File: src/design/ebus_settings.svh
`ifndef EBUS_SETTINGS_SVH
`define EBUS_SETTINGS_SVH

// Serial timing
`define EBUS_BAUD_DIV    16     // sysclk cycles per bit

// Strobe synchronizer
`define EBUS_SYNC_DEPTH  2

//////////////////////////////
// Bank register reset values
//////////////////////////////

// ROM page 0, read only, overlay enabled
`define EBUS_BANK0_INIT  8'hC0
`define EBUS_BANK1_INIT  8'h21  // RAM page 33
`define EBUS_BANK2_INIT  8'h22  // RAM page 34
`define EBUS_BANK3_INIT  8'h13  // Page 19

`endif
File: src/design/io_pkg.sv
package io_pkg;

    // Decoded IO ports, compared against a[7:0]
    typedef enum logic [7:0] {
        PORT_BANK0    = 8'hF0,
        PORT_BANK1    = 8'hF1,
        PORT_BANK2    = 8'hF2,
        PORT_BANK3    = 8'hF3,
        PORT_ESPCTRL  = 8'hF4,
        PORT_ESPDATA  = 8'hF5,
        PORT_CASSETTE = 8'hFC,
        PORT_CPM      = 8'hFD,  // Write only
        PORT_PRINTER  = 8'hFE
    } io_port_e;

    // ESPCTRL bit positions
    localparam int ESPCTRL_BREAK_BIT = 7;  // Write
    localparam int ESPCTRL_BUSY_BIT  = 1;  // Read

    // Serial transmitter states
    typedef enum logic [1:0] {
        TX_IDLE  = 2'd0,
        TX_SHIFT = 2'd1,
        TX_BREAK = 2'd2
    } tx_state_e;

endpackage

File: src/design/ebus_pkg.sv
package ebus_pkg;

    // 16 KB page number, 64 pages in total
    typedef logic [5:0] page_t;

    // Bank register layout, one per CPU quarter
    typedef struct packed {
        logic  read_only;   // Bit 7
        logic  overlay;     // Bit 6, enables the $3000-$3FFF windows
        page_t page;        // Bits 5:0
    } bank_reg_t;

    //////////////////////////////
    // Page ranges
    //////////////////////////////
    localparam page_t PAGE_ROM_LAST   = 6'd15;  // Flash 256 KB
    localparam page_t PAGE_CART_FIRST = 6'd16;
    localparam page_t PAGE_CART_LAST  = 6'd19;
    localparam page_t PAGE_RAM_FIRST  = 6'd32;  // RAM 512 KB

    // What a page maps to
    typedef enum logic [1:0] {
        PAGE_NONE = 2'd0,
        PAGE_ROM  = 2'd1,
        PAGE_CART = 2'd2,
        PAGE_RAM  = 2'd3
    } page_kind_e;

endpackage

File: src/design/ebus_top.sv
`timescale 1ns/1ps

module ebus_top import ebus_pkg::*; (
    input  logic        sysclk,
    input  logic        reset,
    input  logic [15:0] a,
    input  logic [7:0]  data_in,
    input  logic        rd_n,
    input  logic        wr_n,
    input  logic        mreq_n,
    input  logic        iorq_n,
    input  logic        cassette_in,
    input  logic        printer_in,
    output logic [7:0]  data_out,
    output logic        data_oe,
    output logic        rom_ce_n,
    output logic        ram_ce_n,
    output logic [4:0]  ba,
    output logic        cassette_out,
    output logic        printer_out,
    output logic        uart_txd
);

    logic       bus_write;
    logic [7:0] wrdata;
    logic       io_hit;
    bank_reg_t  bank0, bank1, bank2, bank3;
    logic       tx_start, tx_break, tx_busy;
    logic [7:0] tx_data;
    logic       baud_en, bit_tick;

    //////////////////////////////
    // Bus side
    //////////////////////////////

    // No port has read side effects yet
    bus_cycle_fsm bus_cycle_fsm_i (
        .sysclk(sysclk),
        .reset(reset),
        .rd_n(rd_n),
        .wr_n(wr_n),
        .data_in(data_in),
        .bus_read(),
        .bus_write(bus_write),
        .wrdata(wrdata));

    mem_mapper mem_mapper_i (
        .a(a), .mreq_n(mreq_n), .wr_n(wr_n), .io_hit(io_hit),
        .bank0(bank0), .bank1(bank1), .bank2(bank2), .bank3(bank3),
        .rom_ce_n(rom_ce_n), .ram_ce_n(ram_ce_n), .ba(ba));

    io_regs io_regs_i (
        .sysclk(sysclk), .reset(reset), .a(a), .iorq_n(iorq_n), .rd_n(rd_n),
        .bus_write(bus_write), .wrdata(wrdata), .tx_busy(tx_busy),
        .cassette_in(cassette_in), .printer_in(printer_in),
        .bank0(bank0), .bank1(bank1), .bank2(bank2), .bank3(bank3),
        .io_hit(io_hit), .data_out(data_out), .data_oe(data_oe),
        .cassette_out(cassette_out), .printer_out(printer_out),
        .tx_start(tx_start), .tx_data(tx_data), .tx_break(tx_break));

    //////////////////////////////
    // Serial link to the ESP32
    //////////////////////////////
    esp_tx esp_tx_i (
        .sysclk(sysclk), .reset(reset),
        .tx_start(tx_start), .tx_data(tx_data), .tx_break(tx_break),
        .bit_tick(bit_tick), .baud_en(baud_en), .tx_busy(tx_busy),
        .uart_txd(uart_txd));

    baud_timer baud_timer_i (
        .sysclk(sysclk), .reset(reset),
        .baud_en(baud_en), .bit_tick(bit_tick));

endmodule

File: src/design/esp_tx.sv
`timescale 1ns/1ps

module esp_tx import io_pkg::*; (
    input  logic       sysclk,
    input  logic       reset,
    input  logic       tx_start,
    input  logic [7:0] tx_data,
    input  logic       tx_break,
    input  logic       bit_tick,
    output logic       baud_en,
    output logic       tx_busy,
    output logic       uart_txd
);

    tx_state_e  state;
    logic [9:0] shreg;      // Stop, data, start
    logic [3:0] bit_cnt;

    always_ff @(posedge sysclk or posedge reset) begin
        if (reset) begin
            state   <= TX_IDLE;
            bit_cnt <= 4'd0;
        end else begin
            case (state)
                TX_IDLE: begin
                    bit_cnt <= 4'd0;
                    if (tx_break)
                        state <= TX_BREAK;  // Break wins
                    else if (tx_start)
                        state <= TX_SHIFT;
                end
                TX_SHIFT, TX_BREAK: begin
                    if (bit_tick) begin
                        bit_cnt <= bit_cnt + 4'd1;
                        if (bit_cnt == 4'd9) state <= TX_IDLE;
                    end
                end
                default: state <= TX_IDLE;
            endcase
        end
    end

    // LSB first with ones shifted in behind
    always_ff @(posedge sysclk) begin
        if (state == TX_IDLE && tx_start)
            shreg <= {1'b1, tx_data, 1'b0};
        else if (state == TX_SHIFT && bit_tick)
            shreg <= {1'b1, shreg[9:1]};
    end

    assign tx_busy  = (state != TX_IDLE);
    assign baud_en  = tx_busy;
    assign uart_txd = (state == TX_SHIFT) ? shreg[0] : (state != TX_BREAK);

    // The stop bit loaded ten bits ago reaches the line high
    a_line_high : assert property (@(posedge sysclk) disable iff (reset)
        (state == TX_SHIFT && bit_cnt == 4'd9) |-> uart_txd);

endmodule

File: src/design/io_regs.sv
`timescale 1ns/1ps
`include "ebus_settings.svh"

module io_regs import ebus_pkg::*, io_pkg::*; (
    input  logic        sysclk,
    input  logic        reset,
    input  logic [15:0] a,
    input  logic        iorq_n,
    input  logic        rd_n,
    input  logic        bus_write,
    input  logic [7:0]  wrdata,
    input  logic        tx_busy,
    input  logic        cassette_in,
    input  logic        printer_in,
    output bank_reg_t   bank0,
    output bank_reg_t   bank1,
    output bank_reg_t   bank2,
    output bank_reg_t   bank3,
    output logic        io_hit,
    output logic [7:0]  data_out,
    output logic        data_oe,
    output logic        cassette_out,
    output logic        printer_out,
    output logic        tx_start,
    output logic [7:0]  tx_data,
    output logic        tx_break
);

    logic sel_bank0, sel_bank1, sel_bank2, sel_bank3;
    logic sel_espctrl, sel_espdata;
    logic sel_cassette, sel_cpm, sel_printer;

    //////////////////////////////
    // Port decode
    //////////////////////////////
    assign sel_bank0    = !iorq_n && (a[7:0] == PORT_BANK0);
    assign sel_bank1    = !iorq_n && (a[7:0] == PORT_BANK1);
    assign sel_bank2    = !iorq_n && (a[7:0] == PORT_BANK2);
    assign sel_bank3    = !iorq_n && (a[7:0] == PORT_BANK3);
    assign sel_espctrl  = !iorq_n && (a[7:0] == PORT_ESPCTRL);
    assign sel_espdata  = !iorq_n && (a[7:0] == PORT_ESPDATA);
    assign sel_cassette = !iorq_n && (a[7:0] == PORT_CASSETTE);
    assign sel_cpm      = !iorq_n && (a[7:0] == PORT_CPM);
    assign sel_printer  = !iorq_n && (a[7:0] == PORT_PRINTER);

    assign io_hit = sel_bank0 | sel_bank1 | sel_bank2 | sel_bank3 |
                    sel_espctrl | sel_espdata |
                    sel_cassette | sel_cpm | sel_printer;

    always_ff @(posedge sysclk or posedge reset) begin
        if (reset) begin
            bank0        <= bank_reg_t'(`EBUS_BANK0_INIT);
            bank1        <= bank_reg_t'(`EBUS_BANK1_INIT);
            bank2        <= bank_reg_t'(`EBUS_BANK2_INIT);
            bank3        <= bank_reg_t'(`EBUS_BANK3_INIT);
            cassette_out <= 1'b0;
            printer_out  <= 1'b0;
        end else if (bus_write) begin
            if (sel_bank0)    bank0        <= bank_reg_t'(wrdata);
            if (sel_bank1)    bank1        <= bank_reg_t'(wrdata);
            if (sel_bank2)    bank2        <= bank_reg_t'(wrdata);
            if (sel_bank3)    bank3        <= bank_reg_t'(wrdata);
            if (sel_cassette) cassette_out <= wrdata[0];
            if (sel_printer)  printer_out  <= wrdata[0];
        end
    end

    // Transmitter requests with data dropped while busy
    assign tx_start = sel_espdata && bus_write && !tx_busy;
    assign tx_data  = wrdata;
    assign tx_break = sel_espctrl && bus_write && wrdata[ESPCTRL_BREAK_BIT];

    //////////////////////////////
    // Read back
    //////////////////////////////
    always_comb begin
        data_out = 8'h00;
        if (sel_bank0)    data_out = bank0;
        if (sel_bank1)    data_out = bank1;
        if (sel_bank2)    data_out = bank2;
        if (sel_bank3)    data_out = bank3;
        if (sel_espctrl)  data_out[ESPCTRL_BUSY_BIT] = tx_busy;
        if (sel_cassette) data_out = {7'b0, cassette_in};
        if (sel_printer)  data_out = {7'b0, printer_in};
    end

    // ESPDATA and CPM read as zero
    assign data_oe = !rd_n && io_hit;

    // Accepted byte must show up as busy in the status
    a_start_busy : assert property (@(posedge sysclk) disable iff (reset)
        tx_start |=> tx_busy);

endmodule

File: src/design/mem_mapper.sv
`timescale 1ns/1ps

module mem_mapper import ebus_pkg::*; (
    input  logic [15:0] a,
    input  logic        mreq_n,
    input  logic        wr_n,
    input  logic        io_hit,
    input  bank_reg_t   bank0,
    input  bank_reg_t   bank1,
    input  bank_reg_t   bank2,
    input  bank_reg_t   bank3,
    output logic        rom_ce_n,
    output logic        ram_ce_n,
    output logic [4:0]  ba
);

    bank_reg_t  bank;
    page_kind_e kind;
    logic       win_sysram;
    logic       win_hole;
    logic       allow_mem;
    logic       sel_sysram;

    // Bank register for the addressed quarter
    always_comb begin
        case (a[15:14])
            2'd0:    bank = bank0;
            2'd1:    bank = bank1;
            2'd2:    bank = bank2;
            default: bank = bank3;
        endcase
    end

    always_comb begin
        if (bank.page <= PAGE_ROM_LAST)
            kind = PAGE_ROM;
        else if (bank.page >= PAGE_CART_FIRST && bank.page <= PAGE_CART_LAST)
            kind = PAGE_CART;
        else if (bank.page >= PAGE_RAM_FIRST)
            kind = PAGE_RAM;
        else
            kind = PAGE_NONE;
    end

    //////////////////////////////
    // Overlay windows
    //////////////////////////////
    assign win_sysram = bank.overlay && (a[13:11] == 3'b111);  // $3800-$3FFF
    assign win_hole   = bank.overlay && (a[13:11] == 3'b110);  // $3000-$37FF, unmapped

    assign sel_sysram = !mreq_n && !io_hit && win_sysram;

    // Writes to read-only banks reach no chip
    assign allow_mem = !mreq_n && !io_hit && !win_sysram && !win_hole &&
                       (wr_n || !bank.read_only);

    // Cartridge pages decode but have no enable here
    assign rom_ce_n = !(allow_mem && kind == PAGE_ROM);
    assign ram_ce_n = !((allow_mem && kind == PAGE_RAM) || sel_sysram);

    assign ba = win_sysram ? 5'd0 : bank.page[4:0];  // System RAM is page 32

endmodule

File: src/design/baud_timer.sv
`timescale 1ns/1ps
`include "ebus_settings.svh"

module baud_timer (
    input  logic sysclk,
    input  logic reset,
    input  logic baud_en,
    output logic bit_tick
);

    localparam int DIV = `EBUS_BAUD_DIV;
    localparam int CW  = $clog2(DIV);

    logic [CW-1:0] count;

    assign bit_tick = baud_en && (count == CW'(DIV - 1));

    // Restarts on every enable so the first tick is a full bit away
    always_ff @(posedge sysclk or posedge reset) begin
        if (reset)
            count <= '0;
        else if (!baud_en || bit_tick)
            count <= '0;
        else
            count <= count + 1'b1;
    end

endmodule

File: src/design/bus_cycle_fsm.sv
`timescale 1ns/1ps
`include "ebus_settings.svh"

module bus_cycle_fsm (
    input  logic       sysclk,
    input  logic       reset,
    input  logic       rd_n,
    input  logic       wr_n,
    input  logic [7:0] data_in,
    output logic       bus_read,
    output logic       bus_write,
    output logic [7:0] wrdata
);

    localparam int SYNC_DEPTH = `EBUS_SYNC_DEPTH;

    typedef enum logic [1:0] {
        CYC_IDLE,
        CYC_READ,
        CYC_WRITE,
        CYC_HOLD
    } cyc_state_e;

    cyc_state_e            state;
    logic [SYNC_DEPTH-1:0] rd_sync;
    logic [SYNC_DEPTH-1:0] wr_sync;
    logic                  rd_low;
    logic                  wr_low;

    // Strobes come from the CPU clock domain
    always_ff @(posedge sysclk or posedge reset) begin
        if (reset) begin
            rd_sync <= '1;
            wr_sync <= '1;
        end else begin
            rd_sync <= {rd_sync[SYNC_DEPTH-2:0], rd_n};
            wr_sync <= {wr_sync[SYNC_DEPTH-2:0], wr_n};
        end
    end

    assign rd_low = !rd_sync[SYNC_DEPTH-1];
    assign wr_low = !wr_sync[SYNC_DEPTH-1];

    // One pulse per bus cycle and HOLD until the strobes release
    always_ff @(posedge sysclk or posedge reset) begin
        if (reset) begin
            state <= CYC_IDLE;
        end else begin
            case (state)
                CYC_IDLE: begin
                    if (wr_low)
                        state <= CYC_WRITE;
                    else if (rd_low)
                        state <= CYC_READ;
                end
                CYC_READ, CYC_WRITE: state <= CYC_HOLD;
                default: if (!rd_low && !wr_low) state <= CYC_IDLE;
            endcase
        end
    end

    assign bus_read  = (state == CYC_READ);
    assign bus_write = (state == CYC_WRITE);

    // Write data settles long before bus_write
    always_ff @(posedge sysclk) begin
        if (!wr_n) wrdata <= data_in;
    end

    // A read and a write strobe together would lose the read
    a_one_strobe : assert property (@(posedge sysclk) disable iff (reset)
        !(rd_low && wr_low));

endmodule

File: config.mk
export PLATFORM = sky130hd
export DESIGN_NAME = ebus_top
export DESIGN_NICKNAME = d
export VERILOG_FILES = /design/src/design/io_pkg.sv /design/src/design/ebus_pkg.sv /design/src/design/ebus_top.sv /design/src/design/esp_tx.sv /design/src/design/io_regs.sv /design/src/design/mem_mapper.sv /design/src/design/baud_timer.sv /design/src/design/bus_cycle_fsm.sv
export VERILOG_INCLUDE_DIRS = /design/src /design/src/design
export SDC_FILE = /design/constraint.sdc
export NUM_CORES = 1
export LEC_CHECK = 0
export ABC_AREA = 0
export BUFFER_PORTS_ARGS = -buffer_cell sky130_fd_sc_hd__buf_2
export CAP_MARGIN = 0
export CORE_UTILIZATION = 57
export CTS_CLUSTER_DIAMETER = 150
export DETAILED_ROUTE_END_ITERATION = 6
export GPL_TIMING_DRIVEN = 0
export PLACE_DENSITY = 0.8
export RECOVER_POWER = 50
export SLEW_MARGIN = 20
export SYNTH_ARGS = -nofsm -noshare
export SYNTH_HDL_FRONTEND = slang
export SYNTH_SLANG_ARGS = --single-unit
export TNS_END_PERCENT = 100
File: constraint.sdc
create_clock -name sysclk -period 2.57 [get_ports sysclk]
set_input_delay 0.3855 -clock sysclk [delete_from_list [all_inputs] [get_ports sysclk]]
set_output_delay 0.3855 -clock sysclk [all_outputs]
set_load 0.1 [all_outputs]
==> impl_metrics.tcl <==
set metrics [dict create \
    totalWireLength_mm 7.00 \
    postRouteAntennaNets 0 \
    core_region_area_um2 5890 \
    synth-seq-cells 67 \
    finalSetupViolations 0 \
    ff_latch_area_um2 1770 \
    finalHoldViolations 0 \
    wl_per_cell_um 17.8 \
    reg2reg_depth 6 \
    htree_levels 3 \
    ys_seq_area_share_pct 50.9 \
    place_area_um2 3830 \
    cp_max_fo 3 \
    ys.flop_type "dfrtp_1" \
    drv_cap 1 \
    fin_util_pct 67.7 \
    synth-edff-count 16 \
    clock_path_buffers 2 \
    hpwl_mm 4.96 \
    cp-end-kind "output port" \
    overflow 0 \
    grt_pass1_wl_mm 11.1 \
    tightest_slew_ps 1510 \
    clk_pin_slew_ps 70 \
    clk_latency_ps 340 \
    routabilityCongestion 0.777 \
    top_layer "met4" \
    slew_violations 35 \
    drive_above_1_share_pct 41.2 \
    cts-root-buf "clkbuf_8" \
    grt_pass1_vias 2299 \
    r2r-start "esp_tx_i.state[1]" \
    r2r_end "esp_tx_i.shreg[2]" \
    min_period_ps 2490 \
    start_util_pct 59.0 \
    wl_met2_mm 3.49 \
    failed_checks "max-capacitance violations, max-slew violations" \
    cp.arrival_ps 2100 \
    syn_area_um2 3470 \
    num_io_pins 51 \
    drtIter0Drc 143 \
    finalCritPeriodShare_pct 96.9 \
    fin_hold_ws_ps 118 \
    avgSynthCellArea_um2 13.4 \
    hp-class "primary input to async pin" \
    io_buffers 42 \
    synthCells 260 \
    r2r_setup_slack_ps 420 \
    ys_top_cells_by_area "dfrtp_1 (27%), edfxtp_1 (14%), mux2_2 (12%), dfstp_2 (9.8%), mux4_2 (5.2%)" \
    finalPower_mw 2.28 \
    fin_area_um2 3990 \
    skew_ps 6.16 \
    antenna_found_initial 0 \
    cts_setup_buffers 0 \
    multi_input_area_um2 1610 \
    rows 28 \
    firstDrtPassIters 5 \
    fp.dieArea_um2 6410 \
    synth-async-reset-ratio_pct 74.6 \
    yosysTopAreaCellShare_pct 26.7 \
    cts_buffers 9 \
    nFillCells 437 \
    power_density_nw_per_um2 571 \
    fp.dieH_um 80.0 \
    required_ps 2180 \
    peakVddDrop_mv 0.411 \
    numClockSinks 67 \
    drt-met1-wl_mm 3.13 \
    criticalPathCategory "register to output port" \
    cts_tree "done" \
    status "finished, violations left" \
    dr_wl_met3_um 309 \
    nets 354 \
    timing.fmax_ghz 0.402 \
    synth.distinct_cells 50 \
    drc_errors 0 \
    die_w_um 80.0 \
    avgViaCountPerCell 5.99 \
    slew_headroom_pct -0.546 \
    grt_use_total_pct 23.6 \
    synthesis.nets 301 \
    p_leak_nw 1.87 \
    start_kind "register" \
    vias 2353 \
    grt_max_degree 35 \
    area_growth_pct 14.8 \
    diodes 0 \
    synth_top_area_cell "dfrtp_1" \
    ys_warn_count 0 \
]
## cell usage after synthesis (all sizes together), types with 2 or more instances
| master | number |
|---|---|
| nand4 | 3 |
| xnor2 | 2 |
| a21o | 3 |
| dfstp | 13 |
| nand3 | 5 |
| nor3 | 3 |
| o22ai | 4 |
| clkbuf | 2 |
| inv | 11 |
| nor2 | 10 |
| mux4 | 14 |
| and4 | 2 |
| o21ai | 5 |
| nor2b | 9 |
| a31oi | 3 |
| nand4b | 2 |
| edfxtp | 16 |
| mux2 | 36 |
| and4b | 3 |
| a21oi | 5 |
| ha | 9 |
| nand2 | 11 |
| and2 | 8 |
| a22o | 8 |
| o21bai | 2 |
| mux2i | 5 |
| buf | 12 |
| and3 | 2 |
| dfrtp | 37 |
## critical path, stage by stage, from the launching register on
cell,delay (ps)
dfrtp_1,390
mux4_2,490
nand3_1,100
o311ai_1,120
or4_1,420
buf_4,250
## through the flow
step                setup WS, ps  cells  TNS, ps
floorplan                   -450    260    -2380
global placement             101    377        0
detailed placement          66.8    378        0
CTS                         2.75    394        0
global route               -2.22    393    -2.22
finish                      79.8    393        0
## worst max-delay path by stage
stage	startpoint	to	slack (ps)	cells after the start
6_report	io_regs_i.bank3[6]	rom_ce_n	80	5
5_1_grt	io_regs_i.bank3[6]	rom_ce_n	-2	5
4_1_cts	io_regs_i.bank3[6]	ram_ce_n	3	5
3_5_place_dp	a[0]	data_out[1]	70	7
3_3_place_gp	a[1]	data_out[1]	100	7
2_1_floorplan	a[14]	ba[0]	-450	4
## sequential cells by signal (all words and copies together) (netlist names)
name,count
io_regs_i.bank0,8
bus_cycle_fsm_i.wrdata,8
bus_cycle_fsm_i.wr_sync,2
io_regs_i.bank1,8
io_regs_i.bank3,8
io_regs_i.cassette_out,1
bus_cycle_fsm_i.state,2
esp_tx_i.state,2
bus_cycle_fsm_i.rd_sync,2
esp_tx_i.bit_cnt,4
io_regs_i.bank2,8
esp_tx_i.shreg,9
io_regs_i.printer_out,1
baud_timer_i.count,4
## report_power, final
part / internal, mW / switching (mW) / leakage (nW)
Sequential: 1.15 / 0.0431 / 0.768
Clock: 0.376 / 0.359 / 0.0807
Combinational: 0.138 / 0.211 / 1.02
Total: 1.66 / 0.613 / 1.87
## routing by layer
layer  vias to the layer above  GRT usage [%]
met5                         -              0
met3                         9           6.74
met1                      1188           31.3
met2                        69           38.3
met4                         0           6.25
li1                       1087              -
## timing repair
action                                  4_1_cts  5_1_grt
resized for setup                             0        5
endpoints found under the hold margin         0        0
endpoints found under the setup margin        0        3
hold buffers                                  0        0
## cell type report
class / count / area share, %
plain buffers: 13 / 2.10
clock buffers: 14 / 3.83
clock inverters: 2 / 0.314
inverters: 11 / 1.04
multi-input cells: 168 / 40.3
flip-flops and latches: 67 / 44.4
well taps: 75 / 2.35
repair buffers: 43 / 5.71
## cells in the final DEF (no fill, tap or decap), drive strengths merged, types with 8 or more instances in the layout
cell,Yosys,final
a22o,8,8
nor2,10,10
dfrtp,37,37
dfstp,13,13
clkbuf,2,19
edfxtp,16,16
nor2b,9,9
mux2,36,36
ha,9,9
buf,12,50
inv,11,11
and2,8,8
mux4,14,14
nand2,11,11
## cell families (layout without fill, tap and decap cells)
group	Yosys count	after routing	synth area share [%]
AOI/OAI and AO/OA	39	39	8.00
and+or+nand+nor	63	63	10.8
adders and majority gates	9	9	3.24
DFF	67	67	50.9
muxes	55	55	22.8
xor gates and xnor gates	2	2	0.505
buffers and inverters	25	83	3.71
Note: power is estimated with default switching activity, not from simulation.
